--- config.mk ---
export PLATFORM = sky130hd
export DESIGN_NAME = agc_window_timer
export DESIGN_NICKNAME = d
export VERILOG_FILES = /design/src/agc_pkg.sv /design/src/agc_window_timer.sv
export VERILOG_INCLUDE_DIRS = /design/src /design/src/src
export SDC_FILE = /design/constraint.sdc
export NUM_CORES = 1
export LEC_CHECK = 0
export ABC_AREA = 1
export BUFFER_PORTS_ARGS = -buffer_cell sky130_fd_sc_hd__clkbuf_2
export CORE_AREA = 3 3 57 59
export CTS_BUF_LIST = sky130_fd_sc_hd__clkbuf_4 sky130_fd_sc_hd__clkbuf_8
export DETAILED_ROUTE_END_ITERATION = 10
export DIE_AREA = 0 0 60 62
export PLACE_DENSITY_LB_ADDON = 0.12
export SYNTH_ARGS = -nofsm -noshare
export SYNTH_HDL_FRONTEND = slang
export SYNTH_SLANG_ARGS = --single-unit
--- constraint.sdc ---
create_clock -name aclk -period 4.15 [get_ports aclk]
set_input_delay 0 -clock aclk [delete_from_list [all_inputs] [get_ports aclk]]
set_output_delay 0 -clock aclk [all_outputs]
set_load 0.05 [all_outputs]
--- src/agc_defines.svh ---
`ifndef AGC_DEFINES_SVH
`define AGC_DEFINES_SVH

// Datapath widths
`define AGC_LANES               8
`define AGC_IN_BITS             12
`define AGC_OUT_BITS            5
`define AGC_SCALE_BITS          17
`define AGC_SCALE_FRAC          12      // Fraction bits of the scale
`define AGC_OFFSET_BITS         16      // Units of 1/16 output LSB
`define AGC_SUMSQ_BITS          24
`define AGC_COUNT_BITS          12

// Loop start values and limits
`define AGC_START_SCALE         1500
`define AGC_START_OFFSET        0
`define AGC_START_SCALE_DELTA   30
`define AGC_START_OFFSET_DELTA  25
`define AGC_SCALE_MIN           300
`define AGC_SCALE_MAX           130000

// Window timing
`define AGC_WINDOW_CYCLES       256
`define AGC_BOOT_CYCLES         31
`define AGC_MS_SHIFT            11      // log2(window * lanes)
`define AGC_TARGET_MS           16
`define AGC_MS_ERR              2
`define AGC_OFFSET_ERR          5

// APB register map
`define AGC_APB_ADDR_BITS       8
`define AGC_APB_DATA_BITS       32
`define ADDR_CTRL               8'h00
`define ADDR_SCALE_DELTA        8'h04
`define ADDR_OFFSET_DELTA       8'h08
`define ADDR_SCALE              8'h0C
`define ADDR_OFFSET             8'h10
`define ADDR_SUMSQ              8'h14
`define ADDR_GT                 8'h18
`define ADDR_LT                 8'h1C
`define ADDR_LOOPS              8'h20

`endif

--- src/agc_pkg.sv ---
`include "agc_defines.svh"

package agc_pkg;

    // One sample lane
    typedef logic signed [`AGC_IN_BITS-1:0]  in_lane_t;
    typedef logic signed [`AGC_OUT_BITS-1:0] out_lane_t;

    // Eight lanes per clock
    typedef in_lane_t  [`AGC_LANES-1:0] sample_in_t;
    typedef out_lane_t [`AGC_LANES-1:0] sample_out_t;

    typedef logic        [`AGC_SCALE_BITS-1:0]  scale_t;   // Unsigned, 12 fraction bits
    typedef logic signed [`AGC_OFFSET_BITS-1:0] offset_t;
    typedef logic        [`AGC_SUMSQ_BITS-1:0]  sumsq_t;
    typedef logic        [`AGC_COUNT_BITS-1:0]  count_t;

    typedef enum logic [2:0] {
        BOOT,
        CLEAR,
        MEASURE,
        CALC,
        APPLY
    } loop_state_t;

endpackage

--- src/agc_window_timer.sv ---
`timescale 1ns/1ps

module agc_window_timer (
    input  logic            aclk,
    input  logic            wb_rst_i,
    input  logic            start_i,
    input  agc_pkg::count_t cycles_i,
    output logic            done_o
);

    agc_pkg::count_t cnt_q;
    logic            busy_q;

    // One pulse, cycles_i clocks after the start
    assign done_o = busy_q && (cnt_q == '0);

    always_ff @(posedge aclk) begin
        if (wb_rst_i) begin
            busy_q <= 1'b0;
            cnt_q  <= '0;
        end else if (start_i) begin
            busy_q <= 1'b1;
            cnt_q  <= cycles_i - 1'b1;
        end else if (busy_q) begin
            if (cnt_q == '0)
                busy_q <= 1'b0;
            else
                cnt_q <= cnt_q - 1'b1;
        end
    end

endmodule

# Word level (Yosys, flattened, before mapping)

Cells that the tools add are included.
Widths: inputs -> output; s select.

Flip-flop bits (word level): 13
Output and inout bits: 1
Input port bits: 15

Reduce and logical (&&, ||, !) cells: 4
Eq/ne operators: 1
Add/sub/neg operators: 2
Mux-type cells: 6

Operators by type and width:

| cell                  | count |
|---|---|
| $mux 12               | 3 |
| $sub 12x1->12 const B | 2 |
| $logic_not 12->1      | 1 |
| $mux 1                | 3 |
| $ne 2x2->1 const B    | 1 |
| $reduce_and 2->1      | 1 |
| $reduce_bool 2->1     | 1 |
| $logic_and 1x1->1     | 1 |

# Logic depth before layout (Yosys ltp)

Gate-level depths: netlist (run 1).

Depth after elaboration: 4
Mapped depth: 12
Mapped depth without buffers: 11

# Worst setup path after synthesis (run 1)

Ideal clock, no wire load.

Path type: register -> register
Start point: reg cnt_q[0]
End point: reg cnt_q[10]
Library setup time: 109 ps
Required time: 4041 ps
Slack: 2832 ps
Arrival: 1209 ps
Stages on the path, launching flop included: 12
Period minus slack after synthesis: 1318 ps
Cell sequence: dfxtp_1 inv_1 nand2_2 nand2_2 ha_1 nand2_1 nor2_2 nand3_1 nand2_1 nand3_1 nand2_1 inv_1

Cells in the longest elaborated chain, start to end: 4
Elaborated cells between the ends (all ways): 7
Classes of those cells: add/sub: 1; eq/ne: 1; mux: 3; reduce/logical: 2

RTL lines:

| item                     | RTL line               | RTL |
|---|---|---|
| start: declaration       | agc_window_timer.sv:11 | `agc_pkg::count_t cnt_q;` |
| start signal: assignment | agc_window_timer.sv:23 | `cnt_q <= cycles_i - 1'b1;` |
| start signal: assignment | agc_window_timer.sv:28 | `cnt_q <= cnt_q - 1'b1;` |
| $sub 12x1->12            | agc_window_timer.sv:28 |  |
| $mux 12                  | agc_window_timer.sv:25 | `if (cnt_q == '0)` |
| $mux 12                  | agc_window_timer.sv:24 | `end else if (busy_q) begin` |
| $mux 12                  | agc_window_timer.sv:21 | `end else if (start_i) begin` |

Several ways; a longest one is shown, not always the timed one. The select of a mux whose other input is x is not followed.
A chain may end at the register's enable or synchronous reset.

# Final worst setup path (run 1)

Start point: reg cnt_q[8]
End point: reg cnt_q[6]

Cells in the longest elaborated chain, start to end: 3

RTL lines:

| item                              | RTL line |
|---|---|
| $logic_not 12->1                  | agc_window_timer.sv:25 |
| $ne 2x2->1 (no source line)       | -- |
| $reduce_and 2->1 (no source line) | -- |

Every way passes these cells.

==> out/results.md, run 1 <==
• 0.915 — final weighted congestion in routability-driven placement
• 0.08 ns — clock input transition at the sequential cells of the worst setup and hold paths
• 41.9% — Period Utilization, post-route
• 952 — number of global-route vias before repair
• 13 — clk sinks
• 187 — net count after synthesis
• 294 nW/um2 — total power per unit cell area
• 16 — number of top-level pins
• 0 — post-route antenna net violation count
• 213 — total instance count after detailed placement
• 260 um2 — register area
• 0.575 GHz — maximum operating frequency
• 204 — number of nets in the finished design
• 24.1% — Global Route met2 Usage
• 19.3% — global-route track usage on met1
• 3.72% — met3 usage in global routing
• 0 — max-capacitance violation count
• 33 — number of DRC markers after the initial detailed-route iteration
• 4 — number of detailed-routing iterations run before antenna repair
• met2 — Top Usage Layer GRT
• 1.92 ns — arrival time of the worst setup path
• 1 — number of hold-repair buffers added at the cts stage
• 0 — number of gates resized after CTS
• cycles_i[11] — hold path start
• 28.3% — proportion of layout cells with a drive suffix above 1
• flop — launching element type of the critical path
• 0 — antenna violations before repair
• 0 — total congestion overflow after global routing
• false — RSZ-0062 raised after global routing
• 15 — peak fanout along the critical path
• 13 — synthesis-stage register bit count
• 6.48 um2 — synthesized area per cell
• 0 — total number of yosys warnings
• reg2reg — classification of the worst setup path
• 0.506 ns — slew of the pin with the lowest slew margin
• 171 — synthesized netlist cell count
• 1 — H-tree Lvls
• 14.6% — GRT Overall Usage
• 218 — count of non-filler cells in the finished layout
• cnt_q[8] — reg-to-reg critical path startpoint
• 2760 um2 — core area
• 0 — count of final setup violators
• 11.0 um — wire per inst
• 0 — number of antenna diodes
• 0.160 ns — final hold slack
• flop — Worst Setup End Kind
• 4.08 mm — global-route wire length before repair
• 3720 um2 — area enclosed by the die boundary
• 1.90 mm — Detail Placement HPWL
• 60 um — Die Wd
• 0 ns — Post-Route Setup TNS
• 15 — IO buf count
• 1110 um2 — post-synthesis instance area
• 1005 — routed vias
• 0 — Final Hold Vio Count
• 26 — Unique masters post-synth
• 0.00522 ns — Layout Skew
• 1170 um2 — placed instance area
• 2 — buffer levels on the longest clock path
• 0 — drt drc
• 62 um — vertical die dimension
• 0.000162 V — VDD IR max
• 297 — fill cell total of the finished layout
• in2reg — HP Class
• 66.2% — tightest slew margin relative to the limit
• finished clean — status
• 19 — Site Rows
• 0 — total setup buffers inserted after CTS
• 1210 um2 — final std cell area, no fill
• 1.74 ns — clock period minus final worst setup slack
• 21 — maximum number of pins on one net before global-route repair
• built — clock tree from TritonCTS
• 3 — clock buffers created by TritonCTS
• 4.33 ns — Worst EP required
• cnt_q[8] — launching element of the worst setup path
• sky130_fd_sc_hd__clkbuf_4 — Clock Root Buffer
• 23.5% — sequential fraction of the synthesis area
• 0 — max-slew violation count
• 9.37% — growth of design area from synthesis to finish
• 683 um2 — area of combinational cells with multiple inputs
• 4.61 — drt via density
• 0.000632 uW — leakage dissipation
• 40.2% — initial standard-cell utilization of the core
• 0.28 ns — clock insertion delay at the later pin of the skew report
• 2.40 mm — total wire length after detailed routing
==> cell usage after synthesis, drive strengths merged <==
library cell  number  area [um2]
buf                4        47.5
a21oi              4        23.8
o21ai             20         126
nand3             14        82.6
nand2             56         273
nor2              21         109
dfxtp             13         260
nand4              1        6.26
inv               30         113
ha                 1        12.5
xor2               3        26.3
nand3b             1        7.51
o21bai             1        7.51
xnor2              1        8.76
clkinv             1        5.00
==> stage by stage <==
step                      power [uW]  util, %  setup slack (ns)
final                            356     44.0              2.41
after global routing             384     44.0              2.22
after CTS                        362     44.0              2.44
after detailed placement         278     42.6              2.38
after global placement           279     42.6              2.38
after floorplan                  254        -              2.83
==> cells in the final DEF (no fill, tap or decap) <==
master and count:
sky130_fd_sc_hd__nor2_2 6, sky130_fd_sc_hd__inv_2 1, sky130_fd_sc_hd__clkinv_2 2, sky130_fd_sc_hd__inv_1 29
sky130_fd_sc_hd__a21oi_1 3, sky130_fd_sc_hd__nand2_2 10, sky130_fd_sc_hd__nand3_4 1, sky130_fd_sc_hd__dfxtp_1 13
sky130_fd_sc_hd__nand4_1 1, sky130_fd_sc_hd__nand2_4 5, sky130_fd_sc_hd__o21ai_2 7, sky130_fd_sc_hd__a21oi_2 1
sky130_fd_sc_hd__ha_1 1, sky130_fd_sc_hd__nor2_1 13, sky130_fd_sc_hd__o21bai_1 1, sky130_fd_sc_hd__clkbuf_4 3
sky130_fd_sc_hd__xor2_1 3, sky130_fd_sc_hd__dlygate4sd3_1 1, sky130_fd_sc_hd__o21ai_0 12, sky130_fd_sc_hd__xnor2_1 1
sky130_fd_sc_hd__o21ai_1 1, sky130_fd_sc_hd__nor2_4 2, sky130_fd_sc_hd__nand3b_1 1, sky130_fd_sc_hd__clkbuf_2 15
sky130_fd_sc_hd__nand2_1 41, sky130_fd_sc_hd__nand3_1 13
==> layer usage <==
layer / vias to the layer above / wire [um] / share of wire (%)
li1: 557 / - / -
met1: 424 / 1140 / 48
met2: 20 / 1100 / 46
met3: 4 / 131 / 5.5
met4: 0 / 23 / 0.96
met5: - / 0 / 0
==> logic make-up (layout without fill, tap and decap cells) <==
group / count (synthesis) / count (layout) / synth area share (%)
xor+xnor: 4 / 4 / 3.16
flops: 13 / 13 / 23.5
buf+inv: 35 / 51 / 14.9
simple gates: 93 / 93 / 43.1
fa+ha+maj: 1 / 1 / 1.13
compound gates: 25 / 25 / 14.2
==> cell type report <==
class	instances	area share (%)
Clock buffer	3	1.86
Multi-Input combinational cell	123	56.3
Timing Repair Buffer	16	7.02
Tap cell	31	3.20
Inverter	31	9.70
Clock inverter	1	0.413
Sequential cell	13	21.5
==> sequential cells by signal, indices dropped and copies added (netlist names) <==
| signal | count |
|---|---|
| cnt_q | 12 |
| busy_q | 1 |
==> worst max-delay path: stages (launching register included) <==
cell	delay, ns
sky130_fd_sc_hd__dfxtp_1	0.33
sky130_fd_sc_hd__nor2_1	0.13
sky130_fd_sc_hd__nand3_1	0.08
sky130_fd_sc_hd__nor2_1	0.08
sky130_fd_sc_hd__nand2_1	0.07
sky130_fd_sc_hd__nand2_1	0.06
sky130_fd_sc_hd__nand2_1	0.30
sky130_fd_sc_hd__inv_1	0.36
sky130_fd_sc_hd__nand2_1	0.09
sky130_fd_sc_hd__nand3_1	0.09
sky130_fd_sc_hd__inv_1	0.04
==> power breakdown <==
group          switching (uW)  internal [uW]
registers                8.34            139
clock network            43.8           35.8
logic                    83.4           45.8
total                     136            221
==> worst paths after layout <==
kind,end,slack [ns],depth (start not counted)
hold / removal,cnt_q[11],0.16,7
hold reg to reg,cnt_q[1],0.50,2
setup / recovery,cnt_q[6],2.41,10
setup reg to reg,cnt_q[6],2.41,10
No activity file was read; power rests on OpenSTA's default activity.
==> run 2, diff against run 1 <==
clock period = 1.45 ns   (was 4.15 ns; I/O delays follow)
==> out/results.md, run 2 (synthesis results as in run 1) <==
• finished clean — status
• 1.37 ns — clock period minus final worst setup slack, -0.368 ns
• cnt_q[8] — launching element of the worst setup path
• cnt_q — largest reg by FF count
• 1 — H-tree Lvls, unchanged
• 1002 — number of global-route vias before repair, +5.3%
• 1.64 ns — Worst EP required, -2.69 ns
• 94.6% — Period Utilization, post-route, +53 points
• 2.53 mm — total wire length after detailed routing, +5.5%
• sky130_fd_sc_hd__clkbuf_4 — Clock Root Buffer
• 19 — Site Rows, unchanged
• 0.10 ns — clock input transition at the sequential cells of the worst setup and hold paths, +0.02 ns
• 222 — total instance count after detailed placement, +4.2%
• cnt_q[8] — reg-to-reg critical path startpoint
• 4.63 — drt via density, +0.34%
• 0 — number of antenna diodes, unchanged
• 0.293 ns — slew of the pin with the lowest slew margin, -0.213 ns
• 4 — number of detailed-routing iterations run before antenna repair, unchanged
• 0 — count of final setup violators, unchanged
• 3 — clock buffers created by TritonCTS, unchanged
• flop — Worst Setup End Kind
• 0 — max-slew violation count, unchanged
• 13 — clk sinks, unchanged
• 0.729 GHz — maximum operating frequency, +27%
• 2 — buffer levels on the longest clock path, unchanged
• 1.56 ns — arrival time of the worst setup path, -0.36 ns
• sky130_fd_sc_hd__nand2_1 — most common cell after layout, fill and taps aside
• reg2reg — classification of the worst setup path
• 0 — total setup buffers inserted after CTS, unchanged
• 0 — post-route antenna net violation count, unchanged
• 2.00 mm — Detail Placement HPWL, +5.3%
• flop — launching element type of the critical path
• 0 — max-capacitance violation count, unchanged
• 693 um2 — area of combinational cells with multiple inputs, +1.5%
• 13 — maximum number of pins on one net before global-route repair, -38%
• 15 — IO buf count, unchanged
• 16.9% — growth of design area from synthesis to finish
• 47.0% — end-of-flow core utilization, +3.0 points
• 11.1 um — wire per inst, +1.4%
• 1050 — routed vias, +4.5%
• 0.29 ns — clock insertion delay at the later pin of the skew report, about the same
• 213 — number of nets in the finished design, +4.4%
• cnt_q (12), busy_q (1) — biggest regs
• 0 — drt drc, unchanged
• 2760 um2 — core area, unchanged
• 8 — peak fanout along the critical path, -7
• in2reg — HP Class
• 291 — fill cell total of the finished layout, -2.0%
• 1070 uW — post-layout power, +200%
• 3720 um2 — area enclosed by the die boundary, unchanged
• 227 — count of non-filler cells in the finished layout, +4.1%
• 21 — number of DRC markers after the initial detailed-route iteration, -36%
• cycles_i[11] — hold path start
• 0.000675 uW — leakage dissipation, +6.9%
• 62 um — vertical die dimension, unchanged
• 80.3% — tightest slew margin relative to the limit, +14 points
• 4.16 mm — global-route wire length before repair, +1.9%
• true — RSZ-0062 raised after global routing
• 262 um2 — register area, +0.48%
• 0 — Final Hold Vio Count, unchanged
• 33.7% — proportion of layout cells with a drive suffix above 1, +5.3 points
• 0.000462 V — VDD IR max, +190%
• 0 — total congestion overflow after global routing, unchanged
• 0.836 — final weighted congestion in routability-driven placement, -8.7%
• 60 um — Die Wd, unchanged
• 0.0102 ns — Layout Skew, +0.00493 ns
• sky130_fd_sc_hd__nand2_1 (40), sky130_fd_sc_hd__inv_1 (28), sky130_fd_sc_hd__clkbuf_2 (14) — commonest cells after routing, fill and taps aside
• 16 — number of top-level pins, unchanged
• 826 nW/um2 — total power per unit cell area, +180%
• 12 — flip-flop count of the largest register, all copies and words added, unchanged
• 40.2% — initial standard-cell utilization of the core, unchanged
• 0 — antenna violations before repair, unchanged
• built — clock tree from TritonCTS
• 15.2% — GRT Overall Usage, +0.63 points
## run 2: worst paths after layout
kind                            slack (ns)        end  cells after the start
worst max register to register        0.08   cnt_q[5]                      9
worst max-delay path                  0.08   cnt_q[5]                      9
worst min-delay path                  0.16  cnt_q[11]                      7
worst min register to register        0.51   cnt_q[1]                      2
## run 2: layout make-up
| type | count | share of cell area, % |
|---|---|---|
| Sequential cell | 13 | 20.2 |
| Multi-Input combinational cell | 123 | 53.5 |
| Clock inverter | 1 | 0.386 |
| Inverter | 31 | 9.27 |
| Timing Repair Buffer | 25 | 12.0 |
| Clock buffer | 3 | 1.74 |
| Tap cell | 31 | 2.99 |
## run 2: where the power goes
group / internal (uW) / total [uW] / leakage [uW] / switching, uW
Combinational: 160 / 410 / 0.000549 / 250
Sequential: 399 / 421 / 0.000109 / 22.8
Clock: 102 / 239 / 0.0000177 / 137
Total: 661 / 1070 / 0.000675 / 410
## run 2: through the flow
step           setup TNS, ns  hold slack (ns)  setup WS [ns]  instance area, um2
2_1_floorplan              0           0.0624          0.132                1110
3_3_place_gp               0            0.232         0.0429                1240
3_5_place_dp               0            0.240         0.0476                1240
4_1_cts                    0            0.143         0.0246                1280
5_1_grt              -0.0429            0.174        -0.0230                1300
6_report                   0            0.163         0.0778                1300
## run 2: timing repair
item,4_1_cts,5_1_grt
endpoints found under the hold margin,1,0
gates resized for setup,0,10
hold buffers,1,0
endpoints found under the setup margin,0,13
## run 2: critical path, cell delays in order (launching register included)
cell	delay (ns)
sky130_fd_sc_hd__dfxtp_1	0.34
sky130_fd_sc_hd__nor2_2	0.14
sky130_fd_sc_hd__nand3_1	0.08
sky130_fd_sc_hd__nor2_1	0.09
sky130_fd_sc_hd__nand2_1	0.07
sky130_fd_sc_hd__nand2_1	0.07
sky130_fd_sc_hd__nand2_2	0.08
sky130_fd_sc_hd__buf_4	0.18
sky130_fd_sc_hd__o21ai_0	0.16
sky130_fd_sc_hd__a21oi_1	0.06
## run 2: layer usage
layer  up-vias  global-route usage, %  share of wire (%)
met4         0                   8.86                2.0
met1       453                   19.7                 50
li1        573                      -                  -
met2        18                   24.2                 45
met3         6                   2.07                3.2
met5         -                      0                  0
==> run 3, diff against run 2 <==
CTS_BUF_LIST = sky130_fd_sc_hd__clkbuf_8   (was sky130_fd_sc_hd__clkbuf_4 sky130_fd_sc_hd__clkbuf_8)
GPL_TIMING_DRIVEN = 1   (was default)
==> out/results.md, run 3 (synthesis results as in run 1) <==
• cycles_i[11] — hold path start
• cnt_q (12), busy_q (1) — biggest regs
• 3 — clock buffers created by TritonCTS, unchanged
• 1.59 ns — Worst EP required, -0.05 ns
• 11.2 um — wire per inst, +0.55%
• sky130_fd_sc_hd__nand2_1 (40), sky130_fd_sc_hd__inv_1 (28), sky130_fd_sc_hd__clkbuf_2 (15) — commonest cells after routing, fill and taps aside
• 15.4% — GRT Overall Usage, +0.13 points
• 0.316 ns — slew of the pin with the lowest slew margin, +0.0234 ns
• 3720 um2 — area enclosed by the die boundary, unchanged
• flop — Worst Setup End Kind
• cnt_q — largest reg by FF count
• 18.3% — growth of design area from synthesis to finish
• 0 — count of final setup violators, unchanged
• 40.2% — initial standard-cell utilization of the core, unchanged
• true — RSZ-0062 raised after global routing
• 12 — flip-flop count of the largest register, all copies and words added, unchanged
• 1.51 ns — arrival time of the worst setup path, -0.05 ns
• 0 — drt drc, unchanged
• cnt_q[8] — launching element of the worst setup path
• 0 — total setup buffers inserted after CTS, unchanged
• 1.37 ns — clock period minus final worst setup slack, +0.00133 ns
• 60 um — Die Wd, unchanged
• 0 — total congestion overflow after global routing, unchanged
• 19 — Site Rows, unchanged
• 0.08 ns — setup slack of the most critical reg-to-reg path, about the same
• 0.000552 V — VDD IR max, +19%
• finished clean — status
• 25 — number of DRC markers after the initial detailed-route iteration, +19%
• 2760 um2 — core area, unchanged
• 0.836 — final weighted congestion in routability-driven placement, unchanged
• 4 — number of detailed-routing iterations run before antenna repair, unchanged
• 0 — max-capacitance violation count, unchanged
• 0 — number of antenna diodes, unchanged
• built — clock tree from TritonCTS
• flop — launching element type of the critical path
• 33.2% — proportion of layout cells with a drive suffix above 1, -0.51 points
• 1310 um2 — final std cell area, no fill, +1.2%
• reg2reg — classification of the worst setup path
• 893 nW/um2 — total power per unit cell area, +8.1%
• in2reg — HP Class
• 62 um — vertical die dimension, unchanged
• 15 — IO buf count, unchanged
• 1007 — number of global-route vias before repair, +0.50%
• 4.18 mm — global-route wire length before repair, +0.50%
• 0.25 ns — clock insertion delay at the later pin of the skew report, -0.04 ns
• 2.54 mm — total wire length after detailed routing, +0.55%
• cnt_q[8] — reg-to-reg critical path startpoint
• 4.62 — drt via density, -0.19%
• 0.00739 ns — Layout Skew, -0.00276 ns
• 213 — number of nets in the finished design, unchanged
• 0 — Final Hold Vio Count, unchanged
• 0.0765 ns — final setup slack of the worst path, -0.00133 ns
• 1048 — routed vias, -0.19%
• sky130_fd_sc_hd__clkbuf_8 — Clock Root Buffer
• 0 — max-slew violation count, unchanged
• 16 — number of top-level pins, unchanged
• 13 — maximum number of pins on one net before global-route repair, unchanged
• 78.9% — tightest slew margin relative to the limit, -1.4 points
• sky130_fd_sc_hd__nand2_1 — most common cell after layout, fill and taps aside
• 0.07 ns — clock input transition at the sequential cells of the worst setup and hold paths, -0.03 ns
• 13 — clk sinks, unchanged
• 0.728 GHz — maximum operating frequency, about the same
• 1 — H-tree Lvls, unchanged
• 0.000683 uW — leakage dissipation, +1.1%
• 1240 um2 — placed instance area, unchanged
• 0 — antenna violations before repair, unchanged
• 2 — buffer levels on the longest clock path, unchanged
• 94.7% — Period Utilization, post-route, about the same
• 8 — peak fanout along the critical path, unchanged
• 0.0476 ns — worst slack, placed, unchanged
• 0 — post-route antenna net violation count, unchanged
• 2.00 mm — Detail Placement HPWL, unchanged
-- run 3: final timing paths --
path	to	cells after the start
hold / removal	cnt_q[11]	7
setup / recovery	cnt_q[5]	9
hold reg to reg	cnt_q[1]	2
setup reg to reg	cnt_q[5]	9
-- run 3: timing repair --
| item | CTS | global route |
|---|---|---|
| hold endpoints to repair | 1 | 0 |
| hold buffers | 1 | 0 |
| resized for setup | 0 | 7 |
| setup endpoints to repair | 0 | 13 |
-- run 3: area by class of cell --
cell class,count,area [um2]
clock inverter,1,5.00
fill,285,1450
sequential,13,260
tap,31,38.8
timing repair buffer,25,153
inverter,31,120
multi-input combinational,123,693
clock buffer,3,41.3
-- run 3: worst max-delay path, cell delays in order, from the launching register on --
cell and delay (ns):
sky130_fd_sc_hd__dfxtp_1 0.33, sky130_fd_sc_hd__nor2_2 0.13, sky130_fd_sc_hd__nand3_1 0.08, sky130_fd_sc_hd__nor2_1 0.09, sky130_fd_sc_hd__nand2_1 0.07, sky130_fd_sc_hd__nand2_1 0.07, sky130_fd_sc_hd__nand2_2 0.08, sky130_fd_sc_hd__buf_4 0.18
sky130_fd_sc_hd__o21ai_0 0.16, sky130_fd_sc_hd__a21oi_1 0.06
-- run 3: metal layers --
| metal | up-vias | share of wire (%) | GRT usage (%) |
|---|---|---|---|
| met3 | 6 | 3.0 | 2.69 |
| met5 | - | 0 | 0 |
| met2 | 17 | 45 | 24.2 |
| met1 | 454 | 50 | 19.7 |
| li1 | 571 | - | - |
| met4 | 0 | 2.0 | 8.86 |
-- run 3: stage by stage --
| stage | setup TNS [ns] | util [%] | power (uW) | hold slack (ns) | std cells |
|---|---|---|---|---|---|
| 6_report | 0 | 47.5 | 1170 | 0.201 | 227 |
| 5_1_grt | -0.0285 | 47.5 | 1250 | 0.226 | 227 |
| 4_1_cts | 0 | 47.1 | 1180 | 0.196 | 227 |
| 3_5_place_dp | 0 | 45.1 | 828 | 0.240 | 222 |
| 3_3_place_gp | 0 | 45.1 | 825 | 0.232 | 222 |
| 2_1_floorplan | 0 | - | 727 | 0.0624 | 171 |
-- run 3: report_power, final --
part	total, uW	switching (uW)	internal (uW)	leakage (uW)
Clock	338	148	190	0.0000255
Combinational	411	251	160	0.000549
Sequential	421	22.6	399	0.000108
Total	1170	422	749	0.000683
